File: src/dcache_params.svh
`ifndef DCACHE_PARAMS_SVH
`define DCACHE_PARAMS_SVH

// cache geometry, direct mapped
`define DC_LINES 16
`define DC_LINE_BYTES 16

// backing store, addresses above this alias
`define MEM_BYTES 4096

// cycles from transfer acceptance to mem_done
`define MEM_LATENCY 4

`endif

File: src/dcache_pkg.sv
`include "dcache_params.svh"

package dcache_pkg;

    typedef logic [31:0] addr_t;
    typedef logic [31:0] word_t;
    typedef logic [`DC_LINE_BYTES*8-1:0] line_t;

    // address split: tag 31..8, index 7..4, offset 3..0
    typedef logic [23:0] tag_t;
    typedef logic [3:0]  index_t;
    typedef logic [3:0]  offset_t;

    // controller states
    // LOOKUP checks the array, WRITEBACK evicts a dirty line,
    // REFILL fetches the missing line, FILL writes it back into the array
    typedef enum logic [2:0] {
        IDLE,
        LOOKUP,
        WRITEBACK,
        REFILL,
        FILL
    } ctrl_state_e;

endpackage

File: src/dcache_array.sv
`timescale 1ns/1ns

`include "dcache_params.svh"

module dcache_array (
    input  logic                         clk_i,
    input  logic                         rst_i,
    input  dcache_pkg::index_t           index_i,
    input  dcache_pkg::tag_t             tag_i,
    input  logic                         fill_i,
    input  dcache_pkg::line_t            fill_line_i,
    input  logic                         store_i,
    input  logic [`DC_LINE_BYTES-1:0]    store_be_i,
    input  dcache_pkg::line_t            store_line_i,
    output logic                         hit_o,
    output logic                         dirty_o,
    output dcache_pkg::tag_t             victim_tag_o,
    output dcache_pkg::line_t            line_o
);

    logic [`DC_LINES-1:0] valid_q;
    logic [`DC_LINES-1:0] dirty_q;
    dcache_pkg::tag_t     tag_q  [`DC_LINES];
    dcache_pkg::line_t    data_q [`DC_LINES];

    dcache_pkg::line_t    merged_line;

    // lookup
    assign hit_o        = valid_q[index_i] && (tag_q[index_i] == tag_i);
    assign dirty_o      = valid_q[index_i] && dirty_q[index_i];
    assign victim_tag_o = tag_q[index_i];
    assign line_o       = data_q[index_i];

    // fill replaces the line first, a store then lands on top of it
    always_comb begin
        merged_line = fill_i ? fill_line_i : data_q[index_i];
        if (store_i) begin
            for (int b = 0; b < `DC_LINE_BYTES; b++) begin
                if (store_be_i[b]) begin
                    merged_line[b*8 +: 8] = store_line_i[b*8 +: 8];
                end
            end
        end
    end

    always_ff @(posedge clk_i) begin
        if (rst_i) begin
            valid_q <= '0;
            dirty_q <= '0;
        end else begin
            if (fill_i) begin
                valid_q[index_i] <= 1'b1;
                dirty_q[index_i] <= store_i;
            end else if (store_i) begin
                dirty_q[index_i] <= 1'b1;
            end
        end
    end

    always_ff @(posedge clk_i) begin
        if (fill_i) begin
            tag_q[index_i] <= tag_i;
        end
        if (fill_i || store_i) begin
            data_q[index_i] <= merged_line;
        end
    end

endmodule

File: config.mk
export PLATFORM = sky130hd
export DESIGN_NAME = dcache_array
export DESIGN_NICKNAME = d
export VERILOG_FILES = /design/src/dcache_pkg.sv /design/src/dcache_array.sv
export VERILOG_INCLUDE_DIRS = /design/src /design/src/src
export SDC_FILE = /design/constraint.sdc
export NUM_CORES = 2
export LEC_CHECK = 0
export BUFFER_PORTS_ARGS = -buffer_cell sky130_fd_sc_hd__buf_4
export CAP_MARGIN = 0
export CORE_UTILIZATION = 40
export DETAILED_ROUTE_END_ITERATION = 8
export PLACE_DENSITY = 0.53
export SYNTH_ARGS = -nofsm -noshare
export SYNTH_HDL_FRONTEND = slang
export SYNTH_SLANG_ARGS = --single-unit
File: constraint.sdc
create_clock -name clk_i -period 19 [get_ports clk_i]
set_clock_uncertainty 0.15 [all_clocks]
set_input_delay 5.7 -clock clk_i [delete_from_list [all_inputs] [get_ports clk_i]]
set_output_delay 5.7 -clock clk_i [all_outputs]
set_load 0.02 [all_outputs]
==> results.json <==
{
  "status": "finished, violations left",
  "failed_checks": "DRC",
  "layout.cells.non_filler": 8203,
  "drt-wirelength-per-cell_um": 29.0,
  "synthToLayoutAreaGrowth_pct": 17.5,
  "yosysTopAreaCellShare_pct": 76.1,
  "synth_edf_count": 2432,
  "startpoint": "index_i[1]",
  "num_vias": 45600,
  "arrival_ps": 9790,
  "synth_cells": 4149,
  "layout_min_cycle_time_ps": 15640,
  "placed_area_um2": 104000,
  "die_h_um": 492,
  "drt_iter0_markers": 3956,
  "start_util_pct": 40.3,
  "hp-start": "valid_q[5]",
  "p_leak_nw": 36.4,
  "tightest_slew_ps": 1220,
  "r2r_cells": 4,
  "crit_end": "hit_o",
  "max_stage_delay_ps": 820,
  "synth_area_leaders": "edfxtp_1, mux4_2, mux2i_1",
  "final_cell_area_um2": 113000,
  "crit_path_top_delay_cell": "buf_4",
  "row_count": 179,
  "cts_hold_buf": 0,
  "numPortBuffers": 457,
  "core_um2": 238000,
  "end_kind": "output port",
  "layout_worst_path_cycle_share_pct": 82.3,
  "critPathLaunchType": "primary input",
  "dp.cells": 7722,
  "fin_tns_setup_ps": 0,
  "crit_top_cell": "buf_4",
  "path_class": "in2out",
  "setup_violations": 0,
  "r2r_start": "data_q[8][10]",
  "antenna_found_initial": 9,
  "cts_setup_buffers": 0,
  "dieWidth_um": 492,
  "grt_pass1_vias": 47900,
  "dp_hpwl_mm": 121,
  "cts_tree": "built",
  "cts_resized": 0,
  "place_ws_ps": 3340,
  "r2r-end": "data_q[11][10]",
  "path_cells": "buf_8 -> buf_4 -> mux4_2 -> a22oi_1 -> nand2_1 -> xor2_1 -> nor4_1 -> nand4b_1 -> nor4_2 -> buf_4",
  "yosys_warnings": 0,
  "relSlewSlack_pct": 17.8,
  "yosys_most_used_dff": "edfxtp_1",
  "hp-class": "reg2reg",
  "dr.pass1.iters": 7,
  "synth_nets": 4453,
  "nNetsFinal": 5144,
  "drc": 44,
  "cts_root_buffer": "clkbuf_16",
  "rsz0062_at_grt": "false",
  "routed_via_density": 5.56,
  "clkLatencyLatePin_ps": 940,
  "synth_top_cell_by_area": "edfxtp_1",
  "peakVddDrop_uv": 67.6,
  "antenna_left": 0,
  "routabilityCongestion": 0.736,
  "htreeDepth": 5,
  "p_per_area_nw_per_um2": 109,
  "maxCapViolations": 0,
  "cts.clk_slew.worst_paths_ps": 60,
  "crit_required_ps": 13150,
  "die_area_um2": 242000,
  "ys_types": 50,
  "grt_usage_pct": 19.7,
  "drive_gt1_share_pct": 35.6,
  "routed_wl_mm": 238,
  "setup_ws_ps": 3360,
  "seq_area_frac_synth_pct": 76.8,
  "cts_buffers": 283,
  "grt_max_degree": 108,
  "synth-seq-cells": 2464,
  "clock_sinks": 2464,
  "hold_viol": 0,
  "regToRegSetupSlack_ps": 15910,
  "slew_viol_final": 0,
  "grt_pass1_wl_mm": 342,
  "ys_async_sr_fraction_pct": 0,
  "cts.path.max_buffers": 4,
  "crit_fanout": 101,
  "fmax_mhz": 64.0,
  "synth_area_um2": 95900,
  "synth.avg_cell_area_um2": 23.1,
  "grt_overflow": 0,
  "total_power_mw": 12.3,
  "ioPinCount": 458
}
-- placed cells by master (no fill, tap or decap), drive strengths merged, types with 2 or more instances in the layout --
cell type,synthesis,final
a2111oi,2,2
a211oi,2,2
a21oi,22,22
a22oi,16,16
a31oi,5,5
and2,20,20
and3,4,4
buf,160,643
bufinv,0,19
clkbuf,77,348
clkinv,1,102
clkinvlp,0,7
dfxtp,32,32
diode,0,4
edfxtp,2432,2432
inv,11,13
mux2,3,3
mux2i,165,165
mux4,750,750
nand2,163,163
nand3,6,6
nor2,71,71
nor2b,2,2
nor3,2,2
nor4,2,2
o2111ai,3,3
o21ai,155,155
o21bai,2,2
o221ai,2,2
o22ai,5,5
or2,2,2
xnor2,7,7
xor2,15,15
-- per-stage QoR --
stage / util, % / hold slack, ps
detailed placement: 43.7 / 307
global route: 47.3 / 347
finish: 47.4 / 316
floorplan: - / 285
global placement: 43.7 / 296
CTS: 47.3 / 321
-- metal layers --
layer | share of wire, % | global-route usage [%]
met1 | 43 | 27.4
met2 | 50 | 32.5
met3 | 5.1 | 3.23
met4 | 2.0 | 5.00
met5 | 0.0046 | 0
-- Yosys cell counts, types with 3 or more instances --
master     number
mux2i_1       165
xnor2_1         6
and3_1          4
nand3_1         6
a31oi_1         5
nor2_1         71
xor2_1         15
buf_4           5
a22oi_1        16
mux4_2        750
buf_2          70
o22ai_1         5
buf_6           9
o2111ai_1       3
clkbuf_1       77
a21oi_1        22
and2_1         20
edfxtp_1     2432
buf_1          74
inv_1          10
nand2_1       163
o21ai_0       154
dfxtp_1        32
-- cell families (layout without fill, tap and decap cells) --
logic type / Yosys count / after routing / synth area share (%)
xor+xnor: 22 / 22 / 0.209
simple gates: 275 / 275 / 1.18
flops: 2464 / 2464 / 76.8
other cells: 0 / 4 / 0
compound gates: 221 / 221 / 1.28
mux: 918 / 918 / 19.4
buf+inv: 249 / 1132 / 1.18
-- sequential cells by signal (all words and copies together) (netlist names) --
name	flops
data_q	2048
tag_q	384
dirty_q	16
valid_q	16
-- worst min path at each step --
stage	to	depth (start not counted)	slack, ps
6_report	valid_q[5]	2	320
3_3_place_gp	valid_q[3]	2	300
2_1_floorplan	valid_q[14]	2	280
3_5_place_dp	valid_q[14]	2	310
5_1_grt	valid_q[11]	2	350
4_1_cts	valid_q[14]	2	320
-- critical path, delay by kind of cell --
kind                      cells  cell delay (ps)
xor gates and xnor gates      1              150
muxes                         1              410
AOI/OAI and AO/OA             1              200
and+or+nand+nor               4             1450
buffers and inverters         3             1610
-- cell type report --
cell class / instances / area [um^2]
multi-input cells: 1436 / 21400
repair buffers: 643 / 5030
diodes: 4 / 10.0
clock inverters: 129 / 1080
inverters: 12 / 52.6
flip-flops and latches: 2464 / 73700
fillers: 19600 / 125000
clock buffers: 348 / 7540
well taps: 3167 / 3960
-- where the power goes --
| part | leakage [nW] | total, mW | switching [mW] | internal, mW |
|---|---|---|---|---|
| combinational | 9.86 | 0.963 | 0.588 | 0.375 |
| clock | 4.20 | 5.11 | 2.06 | 3.05 |
| sequential | 22.4 | 6.25 | 0.0260 | 6.22 |
No activity file was read; power rests on OpenSTA's default activity.
