==> src/dcache_params.svh <==
`ifndef DCACHE_PARAMS_SVH
`define DCACHE_PARAMS_SVH

// cache geometry, direct mapped
`define DC_LINES 16
`define DC_LINE_BYTES 16

// backing store, addresses above this alias
`define MEM_BYTES 4096

// cycles from transfer acceptance to mem_done
`define MEM_LATENCY 4

`endif

==> src/mem_op_pkg.sv <==
package mem_op_pkg;

    // pipeline memory operation kinds
    typedef enum logic [2:0] {
        LB  = 3'b000,
        LH  = 3'b001,
        LW  = 3'b010,
        SB  = 3'b011,
        LBU = 3'b100,
        LHU = 3'b101,
        SH  = 3'b110,
        SW  = 3'b111
    } mem_op_e;

    // access width in bytes
    function automatic logic [2:0] op_bytes(mem_op_e op);
        case (op)
            LB, LBU, SB: return 3'd1;
            LH, LHU, SH: return 3'd2;
            default:     return 3'd4;
        endcase
    endfunction

    function automatic logic is_store(mem_op_e op);
        return (op == SB) || (op == SH) || (op == SW);
    endfunction

endpackage

==> src/dcache_pkg.sv <==
`include "dcache_params.svh"

package dcache_pkg;

    typedef logic [31:0] addr_t;
    typedef logic [31:0] word_t;
    typedef logic [`DC_LINE_BYTES*8-1:0] line_t;

    // address split: tag 31..8, index 7..4, offset 3..0
    typedef logic [23:0] tag_t;
    typedef logic [3:0]  index_t;
    typedef logic [3:0]  offset_t;

    // controller states
    // LOOKUP checks the array, WRITEBACK evicts a dirty line,
    // REFILL fetches the missing line, FILL writes it back into the array
    typedef enum logic [2:0] {
        IDLE,
        LOOKUP,
        WRITEBACK,
        REFILL,
        FILL
    } ctrl_state_e;

endpackage

==> src/refill_if.sv <==
`timescale 1ns/1ns

interface refill_if;

    // controller to memory
    logic               mem_req;
    logic               mem_we;
    dcache_pkg::addr_t  mem_addr;
    dcache_pkg::line_t  mem_wline;

    // memory to controller
    logic               mem_ready;
    logic               mem_done;
    dcache_pkg::line_t  mem_rline;

    modport ctrl (
        output mem_req, mem_we, mem_addr, mem_wline,
        input  mem_ready, mem_done, mem_rline
    );

    modport mem (
        input  mem_req, mem_we, mem_addr, mem_wline,
        output mem_ready, mem_done, mem_rline
    );

endinterface

==> src/dcache_ctrl.sv <==
`timescale 1ns/1ns

module dcache_ctrl (
    input  logic                   clk_i,
    input  logic                   rst_i,
    input  logic                   req_valid_i,
    input  mem_op_pkg::mem_op_e    req_op_i,
    input  dcache_pkg::addr_t      req_addr_i,
    input  dcache_pkg::word_t      req_wdata_i,
    input  logic                   hit_i,
    input  logic                   dirty_i,
    input  dcache_pkg::tag_t       victim_tag_i,
    input  dcache_pkg::line_t      line_i,
    input  dcache_pkg::word_t      load_data_i,
    output logic                   req_ready_o,
    output logic                   rsp_valid_o,
    output dcache_pkg::word_t      rsp_data_o,
    output dcache_pkg::index_t     index_o,
    output dcache_pkg::tag_t       tag_o,
    output mem_op_pkg::mem_op_e    op_o,
    output dcache_pkg::offset_t    offset_o,
    output dcache_pkg::word_t      wdata_o,
    output logic                   fill_o,
    output dcache_pkg::line_t      fill_line_o,
    output logic                   store_o,
    refill_if.ctrl                 mem
);

    dcache_pkg::ctrl_state_e state_q;

    // captured request
    mem_op_pkg::mem_op_e     op_q;
    dcache_pkg::addr_t       addr_q;
    dcache_pkg::word_t       wdata_q;

    logic                    sent_q;
    dcache_pkg::line_t       refill_q;
    logic                    rsp_valid_q;
    dcache_pkg::word_t       rsp_data_q;

    logic                    accept;
    logic                    respond;
    logic                    in_xfer;

    assign req_ready_o = (state_q == dcache_pkg::IDLE);
    assign accept      = req_valid_i && req_ready_o;
    assign respond     = (state_q == dcache_pkg::LOOKUP && hit_i) ||
                         (state_q == dcache_pkg::FILL);
    assign in_xfer     = (state_q == dcache_pkg::WRITEBACK) ||
                         (state_q == dcache_pkg::REFILL);

    assign index_o  = addr_q[7:4];
    assign tag_o    = addr_q[31:8];
    assign offset_o = addr_q[3:0];
    assign op_o     = op_q;
    assign wdata_o  = wdata_q;

    // array writes
    assign fill_o  = (state_q == dcache_pkg::FILL);
    assign store_o = respond && mem_op_pkg::is_store(op_q);

    // also the aligner's line, the refilled line during FILL
    assign fill_line_o = fill_o ? refill_q : line_i;

    // memory side, request drops once accepted
    assign mem.mem_req   = in_xfer && !sent_q;
    assign mem.mem_we    = (state_q == dcache_pkg::WRITEBACK);
    assign mem.mem_addr  = mem.mem_we ? {victim_tag_i, index_o, 4'b0000} :
                                        {addr_q[31:4], 4'b0000};
    assign mem.mem_wline = line_i;

    always_ff @(posedge clk_i) begin
        if (rst_i) begin
            state_q     <= dcache_pkg::IDLE;
            sent_q      <= 1'b0;
            rsp_valid_q <= 1'b0;
        end else begin
            rsp_valid_q <= respond;
            case (state_q)
                dcache_pkg::IDLE: begin
                    if (accept) begin
                        state_q <= dcache_pkg::LOOKUP;
                    end
                end
                dcache_pkg::LOOKUP: begin
                    if (hit_i) begin
                        state_q <= dcache_pkg::IDLE;
                    end else if (dirty_i) begin
                        state_q <= dcache_pkg::WRITEBACK;
                    end else begin
                        state_q <= dcache_pkg::REFILL;
                    end
                end
                dcache_pkg::WRITEBACK, dcache_pkg::REFILL: begin
                    if (mem.mem_req && mem.mem_ready) begin
                        sent_q <= 1'b1;
                    end
                    if (sent_q && mem.mem_done) begin
                        sent_q  <= 1'b0;
                        state_q <= (state_q == dcache_pkg::WRITEBACK) ?
                                   dcache_pkg::REFILL : dcache_pkg::FILL;
                    end
                end
                dcache_pkg::FILL: begin
                    state_q <= dcache_pkg::IDLE;
                end
                default: begin
                    state_q <= dcache_pkg::IDLE;
                end
            endcase
        end
    end

    always_ff @(posedge clk_i) begin
        if (accept) begin
            op_q    <= req_op_i;
            addr_q  <= req_addr_i;
            wdata_q <= req_wdata_i;
        end
        if (state_q == dcache_pkg::REFILL && sent_q && mem.mem_done) begin
            refill_q <= mem.mem_rline;
        end
        // aligner already gives zero for stores
        if (respond) begin
            rsp_data_q <= load_data_i;
        end
    end

    assign rsp_valid_o = rsp_valid_q;
    assign rsp_data_o  = rsp_data_q;

endmodule

==> src/flat_wrapper.sv <==
// flat-port wrapper written by rule: the top's interface ports become plain ports
module dcache_ctrl_flat 
  (clk_i, rst_i, req_valid_i, req_op_i, req_addr_i, req_wdata_i, hit_i, dirty_i, victim_tag_i, line_i, load_data_i, req_ready_o, rsp_valid_o, rsp_data_o, index_o, tag_o, op_o, offset_o, wdata_o, fill_o, fill_line_o, store_o, mem_mem_req, mem_mem_we, mem_mem_addr, mem_mem_wline, mem_mem_ready, mem_mem_done, mem_mem_rline);
  refill_if mem_i ();
  input  logic clk_i;
  input  logic rst_i;
  input  logic req_valid_i;
  input  mem_op_pkg::mem_op_e req_op_i;
  input  dcache_pkg::addr_t req_addr_i;
  input  dcache_pkg::word_t req_wdata_i;
  input  logic hit_i;
  input  logic dirty_i;
  input  dcache_pkg::tag_t victim_tag_i;
  input  dcache_pkg::line_t line_i;
  input  dcache_pkg::word_t load_data_i;
  output logic req_ready_o;
  output logic rsp_valid_o;
  output dcache_pkg::word_t rsp_data_o;
  output dcache_pkg::index_t index_o;
  output dcache_pkg::tag_t tag_o;
  output mem_op_pkg::mem_op_e op_o;
  output dcache_pkg::offset_t offset_o;
  output dcache_pkg::word_t wdata_o;
  output logic fill_o;
  output dcache_pkg::line_t fill_line_o;
  output logic store_o;
  output wire logic [$bits(mem_i.mem_req)-1:0] mem_mem_req;
  output wire logic [$bits(mem_i.mem_we)-1:0] mem_mem_we;
  output wire logic [$bits(mem_i.mem_addr)-1:0] mem_mem_addr;
  output wire logic [$bits(mem_i.mem_wline)-1:0] mem_mem_wline;
  input wire logic [$bits(mem_i.mem_ready)-1:0] mem_mem_ready;
  input wire logic [$bits(mem_i.mem_done)-1:0] mem_mem_done;
  input wire logic [$bits(mem_i.mem_rline)-1:0] mem_mem_rline;
  assign mem_mem_req = mem_i.mem_req;
  assign mem_mem_we = mem_i.mem_we;
  assign mem_mem_addr = mem_i.mem_addr;
  assign mem_mem_wline = mem_i.mem_wline;
  assign mem_i.mem_ready = mem_mem_ready;
  assign mem_i.mem_done = mem_mem_done;
  assign mem_i.mem_rline = mem_mem_rline;
  dcache_ctrl u_core (.clk_i(clk_i), .rst_i(rst_i), .req_valid_i(req_valid_i), .req_op_i(req_op_i), .req_addr_i(req_addr_i), .req_wdata_i(req_wdata_i), .hit_i(hit_i), .dirty_i(dirty_i), .victim_tag_i(victim_tag_i), .line_i(line_i), .load_data_i(load_data_i), .req_ready_o(req_ready_o), .rsp_valid_o(rsp_valid_o), .rsp_data_o(rsp_data_o), .index_o(index_o), .tag_o(tag_o), .op_o(op_o), .offset_o(offset_o), .wdata_o(wdata_o), .fill_o(fill_o), .fill_line_o(fill_line_o), .store_o(store_o), .mem(mem_i));
endmodule
==> config.mk <==
export PLATFORM = sky130hd
export DESIGN_NAME = dcache_ctrl_flat
export DESIGN_NICKNAME = d
export VERILOG_FILES = /design/src/mem_op_pkg.sv /design/src/dcache_pkg.sv /design/src/refill_if.sv /design/src/dcache_ctrl.sv /design/src/flat_wrapper.sv
export VERILOG_INCLUDE_DIRS = /design/src /design/src/src
export SDC_FILE = /design/constraint.sdc
export NUM_CORES = 1
export LEC_CHECK = 0
export ABC_AREA = 1
export ABC_CLOCK_PERIOD_IN_PS = 8700
export BUFFER_PORTS_ARGS = -buffer_cell sky130_fd_sc_hd__buf_4
export CAP_MARGIN = 20
export CORE_AREA = 2 2 303 305
export CTS_BUF_LIST = sky130_fd_sc_hd__clkbuf_2 sky130_fd_sc_hd__clkbuf_4 sky130_fd_sc_hd__clkbuf_8
export DETAILED_ROUTE_END_ITERATION = 10
export DIE_AREA = 0 0 305 307
export PLACE_DENSITY_LB_ADDON = 0.08
export SETUP_SLACK_MARGIN = 0.4
export SYNTH_ARGS = -nofsm -noshare
export SYNTH_HDL_FRONTEND = slang
export SYNTH_SLANG_ARGS = --single-unit
==> constraint.sdc <==
create_clock -name clk_i -period 8.7 [get_ports clk_i]
set_clock_uncertainty 0.05 [all_clocks]
set_input_delay 0 -clock clk_i [delete_from_list [all_inputs] [get_ports clk_i]]
set_output_delay 0 -clock clk_i [all_outputs]
set_load 0.03 [all_outputs]
==> impl_metrics.env <==
export IMPL_min_path_type="input port to flop"
export IMPL_cp_depth=6
export IMPL_hold_ws_ps=78.53
export IMPL_maxSlewViolCount=0
export IMPL_yosysTopAreaCell="edfxtp_1"
export IMPL_grt_pass1_wl_um=68270
export IMPL_wirelength_um=48560
export IMPL_tightest_slew_ps=992.3
export IMPL_placeableCoreArea_um2=90690
export IMPL_initialDrtViolationCount=435
export IMPL_cts_tree="built"
export IMPL_htreeDepth=2
export IMPL_end_kind="primary output"
export IMPL_dp_hpwl_um=37150
export IMPL_grt_pass1_vias=10930
export IMPL_timing_fmax_mhz=312.2
export IMPL_status="completed"
export IMPL_cts_path_max_buffers=3
export IMPL_grt_max_degree=71
export IMPL_power_total_w=0.003863
export IMPL_syn_inst=899
export IMPL_rows=111
export IMPL_syn_avg_cell_area_um2=11.15
export IMPL_drive_gt1_share_pct=44.08
export IMPL_clkSinkCount=232
export IMPL_port_buffers=774
export IMPL_crit_chain="nor3_4 -> buf_4 -> buf_4 -> nand2_1 -> nand2_1 -> buf_4"
export IMPL_initial_core_util_pct=11.05
export IMPL_die_area_um2=93640
export IMPL_setup_tns_final_ps=0
export IMPL_antenna_found_initial=14
export IMPL_die_x_um=305
export IMPL_cpMostUsedCell="buf_4"
export IMPL_antenna_left=0
export IMPL_io_pins=779
export IMPL_synth_cell_types=16
export IMPL_p_per_area_nw_per_um2=185.6
export IMPL_area_growth_pct=107.6
export IMPL_postLayoutCoreUtil_pct=22.95
export IMPL_fin_area_um2=20810
export IMPL_syn_area_um2=10020
export IMPL_regToRegStartpoint="u_core.state_q[1]$_SDFFE_PP0P_"
export IMPL_yosys_warnings=0
export IMPL_die_h_um=307
export IMPL_rsz0062_at_grt="no"
export IMPL_vdd_drop_max_v=0.0001540
export IMPL_clk_pin_slew_ps=50
export IMPL_synth_area_leaders="edfxtp_1 68%, nand2_1 17%, buf_4 11%, dfxtp_1 1.0%, buf_2 0.95%"
export IMPL_synth_seq_cells=232
export IMPL_min_path_cells=2
export IMPL_cts_setup_buffers=0
export IMPL_cts_buffers=49
export IMPL_cp_num_buf_inv=3
export IMPL_cp_required_ps=8650
export IMPL_drcViolationCount=0
export IMPL_dpl_cell_area_um2=16210
export IMPL_path_delay_family="buffers and inverters"
export IMPL_synth_edff_count=227
export IMPL_finalCriticalPeriod_ps=3203
export IMPL_period_share_pct=36.81
export IMPL_leakage_nw=9.304
export IMPL_async_flop_share_pct=0
export IMPL_worst_path_max_delay_cell="buf_4"
export IMPL_fin_nets=2318
export IMPL_cp_max_fo=68
export IMPL_gr_total_overflow=0
export IMPL_arrival_ps=3150
export IMPL_vias=10170
export IMPL_synth_top_area_share_pct=68.00
export IMPL_drv_cap=0
export IMPL_synthFlopType="edfxtp_1"
export IMPL_setup_viol=0
export IMPL_gp_congestion=0.7563
export IMPL_rr_worst_depth=7
export IMPL_maxSlewHeadroom_pct=33.85
export IMPL_hold_viol=0
export IMPL_min_from="req_wdata_i[15]"
export IMPL_routedWlPerCell_um=15.34
export IMPL_cts_root_buf="clkbuf_8"
export IMPL_drt_pre_antenna_iters=4
export IMPL_globalRouteTotalUtil_pct=9.784
export IMPL_vias_per_cell=3.213
export IMPL_startpoint_type="flop"
export IMPL_ys_seq_area_share_pct=69.00
export IMPL_crit_start="u_core.state_q[0]$_SDFFE_PP0P_"
export IMPL_crit_type="flop to primary output"
export IMPL_clock_latency_ps=620
export IMPL_slowest_delay_ps=680
-- cell usage after synthesis, types with 2 or more instances --
library cell and instances:
a21oi_1 4, buf_2 19, buf_4 147, clkbuf_1 2, dfxtp_1 5, edfxtp_1 227
inv_1 6, inv_2 3, nand2_1 465, nand3_1 5, nor2_1 9, nor3_1 3
-- power breakdown --
| group | leakage [nW] | total, W | switching, W | internal [W] |
|---|---|---|---|---|
| Sequential | 2.12 | 0.00141 | 0.0000475 | 0.00136 |
| Clock | 0.497 | 0.00113 | 0.000538 | 0.000597 |
| Combinational | 6.68 | 0.00132 | 0.000784 | 0.000534 |
| Total | 9.30 | 0.00386 | 0.00137 | 0.00249 |
-- sequential cells by signal, indices dropped and copies added (netlist names) --
register            flops
u_core.addr_q          32
u_core.op_o             3
u_core.refill_q       128
u_core.rsp_data_o      32
u_core.rsp_valid_o      1
u_core.sent_q           1
u_core.state_q          3
u_core.wdata_o         32
-- through the flow --
step	worst slack, ps	instances
finish	5497	3165
global route	5029	3163
CTS	5179	3155
detailed placement	5909	2702
global placement	5936	2702
floorplan	2157	902
-- final cells by class --
class | instances | area [um2]
Antenna cell | 10 | 25.02
Sequential cell | 232 | 6917
Inverter | 9 | 36.28
Clock buffer | 65 | 794.5
Clock inverter | 23 | 128.9
Multi-Input combinational cell | 493 | 1901
Tap cell | 1186 | 1484
Fill cell | 9978 | 69880
Timing Repair Buffer | 1147 | 9524
-- layer usage --
layer  track usage, %  vias up  routed length, um
met3            3.921       65               4817
met4            2.821        4               1040
li1                 -     4892                  -
met5                0        -                 29
met1            10.10     4669              17770
met2            18.10      539              24910
-- worst paths after layout --
path	end	slack (ps)
max	fill_line_o[94]	5500
min	u_core.wdata_o[15]$_DFFE_PP_	80
max reg2reg	u_core.state_q[0]$_SDFFE_PP0P_	5750
min reg2reg	u_core.state_q[2]$_SDFFE_PP0P_	570
-- what timing repair did --
| item | 4_1_cts | 5_1_grt |
|---|---|---|
| hold buffers | 365 | 0 |
| gates resized for setup | 0 | 0 |
| hold endpoints to repair | 232 | 0 |
-- cells in the final DEF (no fill, tap or decap) --
cell type / synthesis / final
buf_4: 147 / 782
nand2_1: 465 / 465
dlygate4sd3_1: 0 / 365
edfxtp_1: 227 / 227
clkbuf_8: 0 / 49
clkbuf_4: 0 / 16
clkinv_2: 0 / 11
diode_2: 0 / 10
clkinv_1: 0 / 9
nor2_1: 9 / 7
inv_1: 6 / 6
nand3_1: 5 / 5
dfxtp_1: 5 / 5
a21oi_1: 4 / 4
conb_1: 1 / 4
nor3_1: 3 / 3
inv_2: 3 / 2
nor2_4: 0 / 2
clkinv_8: 0 / 2
nand3_2: 1 / 1
nor3_4: 0 / 1
inv_4: 0 / 1
o21ai_0: 1 / 1
clkinvlp_4: 0 / 1
-- worst register-to-register path: stages, from the launching register on --
cell	delay, ps
dfxtp_1	460
nand3_2	570
nand2_1	320
nand2_1	150
nand3_1	110
dlygate4sd3_1	550
a21oi_1	60
dlygate4sd3_1	560
-- kinds of logic (layout without fill, tap and decap cells) --
logic type / Yosys count / after routing / synth area share (%)
flops: 232 / 232 / 69.00
simple gates: 484 / 484 / 18.35
compound gates: 5 / 5 / 0.2496
buf+inv: 177 / 1244 / 12.37
other cells: 1 / 14 / 0.03741
Power figures use the tool's default switching activity.
