## config.mk

```make
export PLATFORM = sky130hd
export DESIGN_NAME = load_store_align
export DESIGN_NICKNAME = d
export VERILOG_FILES = /design/src/mem_op_pkg.sv /design/src/dcache_pkg.sv /design/src/load_store_align.sv
export VERILOG_INCLUDE_DIRS = /design/src /design/src/src
export SDC_FILE = /design/constraint.sdc
export NUM_CORES = 1
export LEC_CHECK = 0
export BUFFER_PORTS_ARGS = -buffer_cell sky130_fd_sc_hd__buf_2
export CELL_PAD_IN_SITES_DETAIL_PLACEMENT = 0
export CELL_PAD_IN_SITES_GLOBAL_PLACEMENT = 1
export CORE_MARGIN = 2
export CORE_UTILIZATION = 25
export DETAILED_ROUTE_END_ITERATION = 12
export PLACE_DENSITY_LB_ADDON = 0.1
export REMOVE_ABC_BUFFERS = 1
export SETUP_SLACK_MARGIN = 0.1
export SYNTH_ARGS = -nofsm -noshare
export SYNTH_HDL_FRONTEND = slang
export SYNTH_SLANG_ARGS = --single-unit
```

## constraint.sdc

```tcl
create_clock -name vclk -period 2.55
set_input_delay 0.1275 -clock vclk [all_inputs]
set_output_delay 0.1275 -clock vclk [all_outputs]
set_load 0.02 [all_outputs]
```

## src/dcache_params.svh

```systemverilog
`ifndef DCACHE_PARAMS_SVH
`define DCACHE_PARAMS_SVH

// cache geometry, direct mapped
`define DC_LINES 16
`define DC_LINE_BYTES 16

// backing store, addresses above this alias
`define MEM_BYTES 4096

// cycles from transfer acceptance to mem_done
`define MEM_LATENCY 4

`endif

```

## src/mem_op_pkg.sv

```systemverilog
package mem_op_pkg;

    // pipeline memory operation kinds
    typedef enum logic [2:0] {
        LB  = 3'b000,
        LH  = 3'b001,
        LW  = 3'b010,
        SB  = 3'b011,
        LBU = 3'b100,
        LHU = 3'b101,
        SH  = 3'b110,
        SW  = 3'b111
    } mem_op_e;

    // access width in bytes
    function automatic logic [2:0] op_bytes(mem_op_e op);
        case (op)
            LB, LBU, SB: return 3'd1;
            LH, LHU, SH: return 3'd2;
            default:     return 3'd4;
        endcase
    endfunction

    function automatic logic is_store(mem_op_e op);
        return (op == SB) || (op == SH) || (op == SW);
    endfunction

endpackage

```

## src/dcache_pkg.sv

```systemverilog
`include "dcache_params.svh"

package dcache_pkg;

    typedef logic [31:0] addr_t;
    typedef logic [31:0] word_t;
    typedef logic [`DC_LINE_BYTES*8-1:0] line_t;

    // address split: tag 31..8, index 7..4, offset 3..0
    typedef logic [23:0] tag_t;
    typedef logic [3:0]  index_t;
    typedef logic [3:0]  offset_t;

    // controller states
    // LOOKUP checks the array, WRITEBACK evicts a dirty line,
    // REFILL fetches the missing line, FILL writes it back into the array
    typedef enum logic [2:0] {
        IDLE,
        LOOKUP,
        WRITEBACK,
        REFILL,
        FILL
    } ctrl_state_e;

endpackage

```

## src/load_store_align.sv

```systemverilog
`timescale 1ns/1ns

`include "dcache_params.svh"

module load_store_align (
    input  mem_op_pkg::mem_op_e          op_i,
    input  dcache_pkg::offset_t          offset_i,
    input  dcache_pkg::line_t            line_i,
    input  dcache_pkg::word_t            wdata_i,
    output dcache_pkg::word_t            load_data_o,
    output logic [`DC_LINE_BYTES-1:0]    store_be_o,
    output dcache_pkg::line_t            store_line_o
);

    logic [7:0]        byte_sel;
    logic [15:0]       half_sel;
    dcache_pkg::word_t word_sel;
    logic [2:0]        nbytes;

    // aligned lanes only, so the low offset bits are ignored for wider accesses
    assign byte_sel = line_i[{offset_i, 3'b000} +: 8];
    assign half_sel = line_i[{offset_i[3:1], 4'b0000} +: 16];
    assign word_sel = line_i[{offset_i[3:2], 5'b00000} +: 32];

    always_comb begin
        case (op_i)
            mem_op_pkg::LB:  load_data_o = {{24{byte_sel[7]}}, byte_sel};
            mem_op_pkg::LBU: load_data_o = {24'd0, byte_sel};
            mem_op_pkg::LH:  load_data_o = {{16{half_sel[15]}}, half_sel};
            mem_op_pkg::LHU: load_data_o = {16'd0, half_sel};
            mem_op_pkg::LW:  load_data_o = word_sel;
            // stores answer with zero
            default:         load_data_o = '0;
        endcase
    end

    assign nbytes = mem_op_pkg::op_bytes(op_i);

    // byte enables start at the aligned offset
    assign store_be_o = mem_op_pkg::is_store(op_i) ?
        (`DC_LINE_BYTES'((1 << nbytes) - 1) << offset_i) : '0;

    // data copied to every lane, the enables pick the right one
    always_comb begin
        case (nbytes)
            3'd1:    store_line_o = {`DC_LINE_BYTES{wdata_i[7:0]}};
            3'd2:    store_line_o = {(`DC_LINE_BYTES/2){wdata_i[15:0]}};
            default: store_line_o = {(`DC_LINE_BYTES/4){wdata_i}};
        endcase
    end

endmodule

```

==> results of run 1 <==
==> path summary, 6_finish.rpt <==
kind                           end  slack (ns)
hold / removal    store_line_o[38]        0.55
setup / recovery     store_be_o[8]        0.16
==> worst max-delay path, stage by stage <==
cell and delay (ns):
buf_4 0.14, buf_6 0.12, buf_4 0.14, a21oi_2 0.15, ha_2 0.20, nand2_2 0.07, ha_4 0.21, or3b_2 0.43
o31ai_1 0.08, a31o_2 0.15, o211ai_1 0.12, a21oi_2 0.19, buf_6 0.14
==> per-layer routing <==
metal	share of wire [%]	up-vias	wire, um	GRT usage (%)
li1	-	2474	-	-
met1	41	2599	8220	24.9
met2	52	248	10500	37.5
met3	6.4	18	1290	2.46
met4	0.92	4	186	1.66
met5	0.12	-	24	0
==> per-stage QoR <==
step                std cells  power [mW]  setup TNS [ns]  area [um^2]
floorplan                 409       0.908          -80.28         3440
global placement         1031        1.74           -2.79         5860
detailed placement       1031        1.73           -2.26         5860
CTS                      1031        1.76               0         5950
global route             1031        1.88               0         5990
finish                   1031        1.75               0         5990
==> power breakdown <==
part / internal, mW / switching (mW) / total [mW]
sequential: 0 / 0 / 0
combinational: 0.695 / 1.06 / 1.75
clock: 0 / 0 / 0
==> cells by family (layout without fill, tap and decap cells) <==
group | Yosys count | in the layout
mux | 92 | 92
compound gates | 139 | 139
xor+xnor | 1 | 1
other cells | 1 | 1
simple gates | 160 | 160
fa+ha+maj | 8 | 8
buf+inv | 163 | 401
==> layout make-up <==
cell class / count / area [um^2] / share of cell area [%]
multi-input cells: 401 / 3510 / 58.7
well taps: 229 / 287 / 4.78
inverters: 8 / 30.0 / 0.501
repair buffers: 393 / 2160 / 36.1
==> timing repair <==
action / 4_1_cts / 5_1_grt
setup endpoints to repair: 58 / 22
hold buffers: 0 / 0
pin swaps: 7 / 2
gates cloned: 0 / 0
buffers inserted: 0 / 0
resized for setup: 22 / 15
==> placed cells by master, fill, tap and decap left out, drive strengths merged, types with 2 or more instances in the layout <==
| cell type | synthesis | layout |
|---|---|---|
| a211o | 2 | 2 |
| a211oi | 3 | 3 |
| a21oi | 45 | 45 |
| a22o | 8 | 8 |
| a22oi | 16 | 16 |
| a31oi | 6 | 6 |
| and3 | 2 | 2 |
| and4 | 2 | 2 |
| buf | 132 | 393 |
| ha | 8 | 8 |
| inv | 8 | 8 |
| mux2 | 8 | 8 |
| mux2i | 22 | 22 |
| mux4 | 62 | 62 |
| nand2 | 95 | 95 |
| nand2b | 8 | 8 |
| nand3 | 14 | 14 |
| nor2 | 13 | 13 |
| nor2b | 8 | 8 |
| nor3 | 9 | 9 |
| nor4 | 2 | 2 |
| o211ai | 3 | 3 |
| o21a | 5 | 5 |
| o21ai | 35 | 35 |
| o221ai | 2 | 2 |
| o22ai | 2 | 2 |
| o311a | 2 | 2 |
| or2 | 2 | 2 |
==> results.json, run 1 <==
{
  "finalSetupViolations": 0,
  "synth_top_area_share_pct": 31.1,
  "drtIter0Drc": 305,
  "grt_setup_unrepaired": "yes",
  "route.vias.total": 5343,
  "synth_compound_area_share_pct": 19.3,
  "drv_cap": 0,
  "fin_crit_ns": 2.39,
  "required_ns": 2.42,
  "synth.largest_area_cell": "mux4_2",
  "crit_fanout": 4,
  "die-area_um2": 19100,
  "wl_per_cell_um": 19.6,
  "grt_pass1_vias": 5372,
  "seq_area_frac_synth_pct": 0,
  "dieWidth_um": 138,
  "synth_top_family_by_area": "multiplexers",
  "slew_viol_final": 0,
  "nets": 979,
  "gp_congestion": 0.883,
  "layout-area-overhead-vs-synth_pct": 33.4,
  "power_density_nw_per_um2": 293,
  "maxSlewHeadroom_pct": 66.7,
  "synthTopCellsByArea": "mux4_2, buf_4, nand2_1",
  "regArea_um2": 0,
  "pre_cts_slack_ns": -0.132,
  "hpwlAfterDp_um": 16600,
  "syn_area_um2": 4490,
  "synth_xor_area_share_pct": 0.195,
  "crit_start": "op_i[0]",
  "core_area_um2": 17800,
  "grt_max_degree": 46,
  "synthAdderAreaFrac_pct": 2.23,
  "route.detailed.drc": 0,
  "arrival_ns": 2.26,
  "worst_pin_slew_ns": 0.494,
  "fin_util_pct": 33.7,
  "io_pins": 343,
  "synthCells": 564,
  "drt-pass1-iter-count": 4,
  "design.seq.count": 0,
  "ys_types": 53,
  "hold_violations": 0,
  "via_per_inst": 5.18,
  "grt_pass1_wl_um": 30900,
  "p_leak_nw": 2.99,
  "io_buffers": 343,
  "rows": 49,
  "synthSimpleGateAreaFrac_pct": 16.1,
  "max_clock_freq_mhz": 419,
  "overflow": 0,
  "final_antenna_net_count": 0,
  "hold_ws_ns": 0.549,
  "ys_top_cells_by_count": "buf_4, nand2_1, mux4_2, a21oi_1, o21ai_0",
  "outcome": "finished clean",
  "holdPathStages": 2,
  "endpoint_kind": "primary output",
  "grt_antenna_before_repair": 2,
  "min_path_type": "input pin to primary output",
  "muxShareOfSynthArea_pct": 38.0,
  "min_period_over_period_pct": 93.7,
  "start_util_pct": 25.3,
  "startpoint_type": "input pin",
  "die_h_um": 138,
  "setup_slack_ns": 0.161,
  "num-fill-cells": 2010,
  "ys_warn_count": 0,
  "grt.total_usage_pct": 19.8,
  "synth_most_common_cell": "buf_4",
  "syn_avg_cell_area_um2": 7.97,
  "layout-drive-gt1-share_pct": 60.8,
  "diodes": 0,
  "ir_drop_mv": 0.334,
  "nClkBuffers": 0,
  "crit_type": "input pin to primary output",
  "wl_um": 20300,
  "hp-start": "wdata_i[6]"
}
Power figures use the tool's default switching activity.
==> run 2, diff against run 1 <==
Settings changed: ABC_AREA set to 1, CORE_UTILIZATION 25 to 29, RECOVER_POWER set to 25.
Clock period 2.55 ns to 2.91 ns, I/O delays scaled along.
==> results.json, run 2 <==
{
  "outcome": "finished clean",
  "hold_ws_ns": 0.584,
  "die-area_um2": 19300,
  "syn_area_um2": 5280,
  "final_antenna_net_count": 0,
  "nClkBuffers": 0,
  "syn_avg_cell_area_um2": 5.08,
  "grt_antenna_before_repair": 3,
  "hold_violations": 0,
  "crit_fanout": 42,
  "overflow": 0,
  "start_util_pct": 29.5,
  "rows": 49,
  "placed_cell_area_um2": 6180,
  "route.vias.total": 7201,
  "design.seq.count": 0,
  "hp-start": "wdata_i[0]",
  "post_layout_nonfiller_instances": 1462,
  "regArea_um2": 0,
  "final_cell_mix": "nand2_1, buf_2, nand3_1",
  "worst_pin_slew_ns": 1.11,
  "p_leak_nw": 3.63,
  "place_inst": 1459,
  "grt_setup_unrepaired": "no",
  "pre_cts_slack_ns": 0.270,
  "crit_type": "input pin to primary output",
  "setup_tns_ns": 0,
  "endpoint_kind": "primary output",
  "dieWidth_um": 139,
  "ys_top_cells_by_count": "nand2_1, nand3_1, buf_4, a21oi_1, nor2_1",
  "grt_max_degree": 60,
  "drv_cap": 0,
  "drtIter0Drc": 489,
  "ys_types": 38,
  "finalPower_mw": 1.58,
  "power_density_nw_per_um2": 258,
  "holdPathStages": 2,
  "hold_end": "store_line_o[32]",
  "arrival_ns": 2.45,
  "ys_warn_count": 0,
  "io_buffers": 343,
  "nets": 1407,
  "synth.largest_area_cell": "nand2_1",
  "via_per_inst": 4.93,
  "layout-area-overhead-vs-synth_pct": 16.4,
  "design_area_um2": 6140,
  "grt.total_usage_pct": 24.7,
  "grt_pass1_wl_um": 38400,
  "ir_drop_mv": 0.254,
  "route.detailed.drc": 0,
  "synthCells": 1038,
  "synthTopCellsByArea": "nand2_1, buf_4, nand3_1",
  "num-fill-cells": 2191,
  "io_pins": 343,
  "die_h_um": 139,
  "hpwlAfterDp_um": 20300,
  "core_area_um2": 17900,
  "synth_most_common_cell": "nand2_1",
  "max_clock_freq_mhz": 385,
  "slew_viol_final": 0,
  "wl_per_cell_um": 17.7,
  "synth_top_area_share_pct": 25.4,
  "layout-drive-gt1-share_pct": 30.9,
  "min_path_type": "input pin to primary output",
  "cts_resized": 0,
  "final_common_cell": "nand2_1",
  "gp_congestion": 0.913,
  "startpoint_type": "input pin",
  "fin_crit_ns": 2.60,
  "min_period_over_period_pct": 89.2,
  "postCtsSetupRepairBufs": 0,
  "wl_um": 25800,
  "seq_area_frac_synth_pct": 0,
  "finalSetupViolations": 0,
  "drt-pass1-iter-count": 5,
  "fin_util_pct": 34.3,
  "grt_pass1_vias": 6363,
  "setup_slack_ns": 0.314,
  "maxSlewHeadroom_pct": 25.9,
  "cts_hold_buf": 0,
  "required_ns": 2.76
}
## run 2: cell count changes after synthesis, sizes merged, moves of 47 or more
cell | previous run | this run
mux4 | 62 | 0
nand2 | 95 | 384
nand3 | 14 | 144
inv | 8 | 55
nor2 | 13 | 72
o21ai | 35 | 84
## run 2: area by class of cell
class,count,area [um^2],share of cell area [%]
Multi-Input combinational cell,807,3770,61.4
Antenna cell,3,7.51,0.122
Timing Repair Buffer,367,1860,30.3
Inverter,56,215,3.50
Tap cell,229,287,4.66
## run 2: cells by family after synthesis
logic type	after synthesis	share of synthesized area (%)
AOI/OAI and AO/OA	183	19.1
adders and majority gates	8	1.90
buffers and inverters	231	28.6
other	1	0.0711
and+or+nand+nor	615	50.3
## run 2: layer usage
layer	GRT usage, %	vias up	share of wire, %
met5	0	-	0
met4	1.81	0	0.84
met3	2.11	10	5.9
met2	41.1	301	46
met1	36.3	3237	47
li1	-	3653	-
## run 2: worst max path at each step
stage	start	slack (ns)	end	depth (start not counted)
3_3_place_gp	op_i[0]	0.32	store_line_o[77]	12
5_1_grt	offset_i[3]	0.09	load_data_o[5]	9
4_1_cts	op_i[0]	0.25	store_line_o[73]	12
3_5_place_dp	op_i[1]	0.27	store_line_o[73]	11
6_report	offset_i[3]	0.31	load_data_o[5]	9
2_1_floorplan	op_i[0]	-0.74	store_line_o[112]	9
## run 2: critical path, stage by stage
cell and delay [ns]:
buf_2 0.46, clkbuf_2 0.93, o21ai_0 0.19, o21ai_0 0.22, nand2_1 0.08, nand2_1 0.07
inv_1 0.04, nand2_1 0.09, buf_2 0.17
## run 2: power breakdown
part | switching, mW | total [mW] | internal, mW | leakage, nW
registers | 0 | 0 | 0 | 0
logic | 1.09 | 1.58 | 0.492 | 3.63
clock network | 0 | 0.000000138 | 0.000000138 | 0.0000190
==> run 3, diff against run 2 <==
Settings changed: CORE_UTILIZATION 29 to 27, REMOVE_ABC_BUFFERS 1 to unset.
Clock period 2.91 ns to 2.9 ns, I/O delays scaled along.
==> results.json, run 3 (synthesis results as in run 2) <==
{
  "outcome": "finished clean",
  "final_common_cell": "nand2_1",
  "grt.met3_usage_pct": 2.17,
  "max_clock_freq_mhz": 410,
  "grt_util_met1_pct": 32.0,
  "nets": 1396,
  "crit_fanout": 21,
  "gp_congestion": 0.836,
  "startpoint_type": "input pin",
  "nClkBuffers": 0,
  "worstPathCellList": "buf_2 -> nor2_1 -> nand2_1 -> o21ai_2 -> nand3_1 -> o21ai_0 -> inv_1 -> nand2_1 -> clkbuf_1",
  "p_leak_nw": 3.58,
  "finalPower_mw": 1.54,
  "io_pins": 343,
  "setup_slack_ns": 0.463,
  "p_clk_share_pct": 0,
  "fin_crit_ns": 2.44,
  "final_cell_mix": "nand2_1, buf_2, nand3_1",
  "syn_nets": 1213,
  "setup_tns_ns": 0,
  "drtIter0Drc": 472,
  "hold_end": "store_line_o[35]",
  "route.detailed.drc": 0,
  "grt_antenna_before_repair": 1,
  "hp-start": "wdata_i[3]",
  "slew_viol_final": 0,
  "maxSlewHeadroom_pct": 32.1,
  "num-fill-cells": 2366,
  "cts_resized": 0,
  "cts_hold_buf": 0,
  "die-area_um2": 20700,
  "min_path_type": "input pin to primary output",
  "multi_input_area_um2": 3760,
  "grtUsageMet2_pct": 37.2,
  "arrival_ns": 2.29,
  "finalSetupViolations": 0,
  "start_util_pct": 27.3,
  "holdPathStages": 2,
  "overflow": 0,
  "crit_top_cell": "nand2_1",
  "grt_pass1_wl_um": 36700,
  "die_h_um": 144,
  "dieWidth_um": 144,
  "hold_violations": 0,
  "fin_util_pct": 31.6,
  "wl_per_cell_um": 16.8,
  "p_seq_share_pct": 0,
  "design.seq.count": 0,
  "crit_family": "simple AND/OR/NAND/NOR gates",
  "route.vias.total": 7140,
  "regArea_um2": 0,
  "top_usage_layer": "met2",
  "crit_type": "input pin to primary output",
  "crit_buf_inv": 3,
  "core_area_um2": 19300,
  "slowest_stage": "nand2_1",
  "grt_setup_unrepaired": "no",
  "via_per_inst": 4.81,
  "endpoint_kind": "primary output",
  "drt-pass1-iter-count": 5,
  "layout-drive-gt1-share_pct": 30.2,
  "grt_max_degree": 127,
  "power_density_nw_per_um2": 253,
  "power_switching_mw": 1.06,
  "ir_drop_mv": 0.187,
  "pre_cts_slack_ns": 0.503,
  "hpwlAfterDp_um": 19000,
  "min_period_over_period_pct": 84.0,
  "final_antenna_net_count": 0,
  "worst_pin_slew_ns": 1.02,
  "io_buffers": 343,
  "p_comb_share_pct": 100.0,
  "grt.total_usage_pct": 22.4,
  "rows": 51,
  "swShare_pct": 68.9,
  "postCtsSetupRepairBufs": 0,
  "required_ns": 2.76,
  "layout-area-overhead-vs-synth_pct": 15.8,
  "critPathMaxStageDelay_ns": 0.61,
  "drv_cap": 0,
  "grt_pass1_vias": 6474,
  "power.internal_mw": 0.479,
  "wl_um": 25000
}
[run 3: how the worst max path moves through the flow]
stage | startpoint | endpoint | slack [ns] | cells past startpoint
3_3_place_gp | op_i[1] | store_be_o[15] | 0.54 | 16
2_1_floorplan | op_i[0] | store_line_o[112] | 0.44 | 10
3_5_place_dp | op_i[1] | store_be_o[15] | 0.50 | 16
5_1_grt | op_i[2] | load_data_o[4] | 0.17 | 9
6_report | op_i[2] | load_data_o[4] | 0.46 | 9
4_1_cts | op_i[1] | store_be_o[15] | 0.49 | 16
[run 3: cell type report]
class | count | share of cell area (%)
diodes | 1 | 0.0410
inverters | 56 | 3.48
multi-input cells | 807 | 61.5
well taps | 265 | 5.43
repair buffers | 356 | 29.5
[run 3: power groups by stage]
stage	Clock, mW	Combinational (mW)	Sequential, mW
after floorplan	0	1.23	0
after CTS	0	1.56	0
after global routing	0	1.70	0
after detailed placement	0	1.56	0
final	0.0000000463	1.54	0
after global placement	0	1.57	0
[run 3: per-layer routing]
layer  vias up  routed length (um)
met4         2                 267
met2       282               11600
met5         -                   7
met3        17                1560
met1      3217               11500
li1       3622                   -
[run 3: metrics by stage]
stage	hold WS, ns	cell area (um^2)	std cells
2_1_floorplan	0.403	5280	1038
3_3_place_gp	0.578	6170	1484
3_5_place_dp	0.576	6170	1484
4_1_cts	0.576	6170	1484
5_1_grt	0.595	6110	1484
6_report	0.589	6110	1485
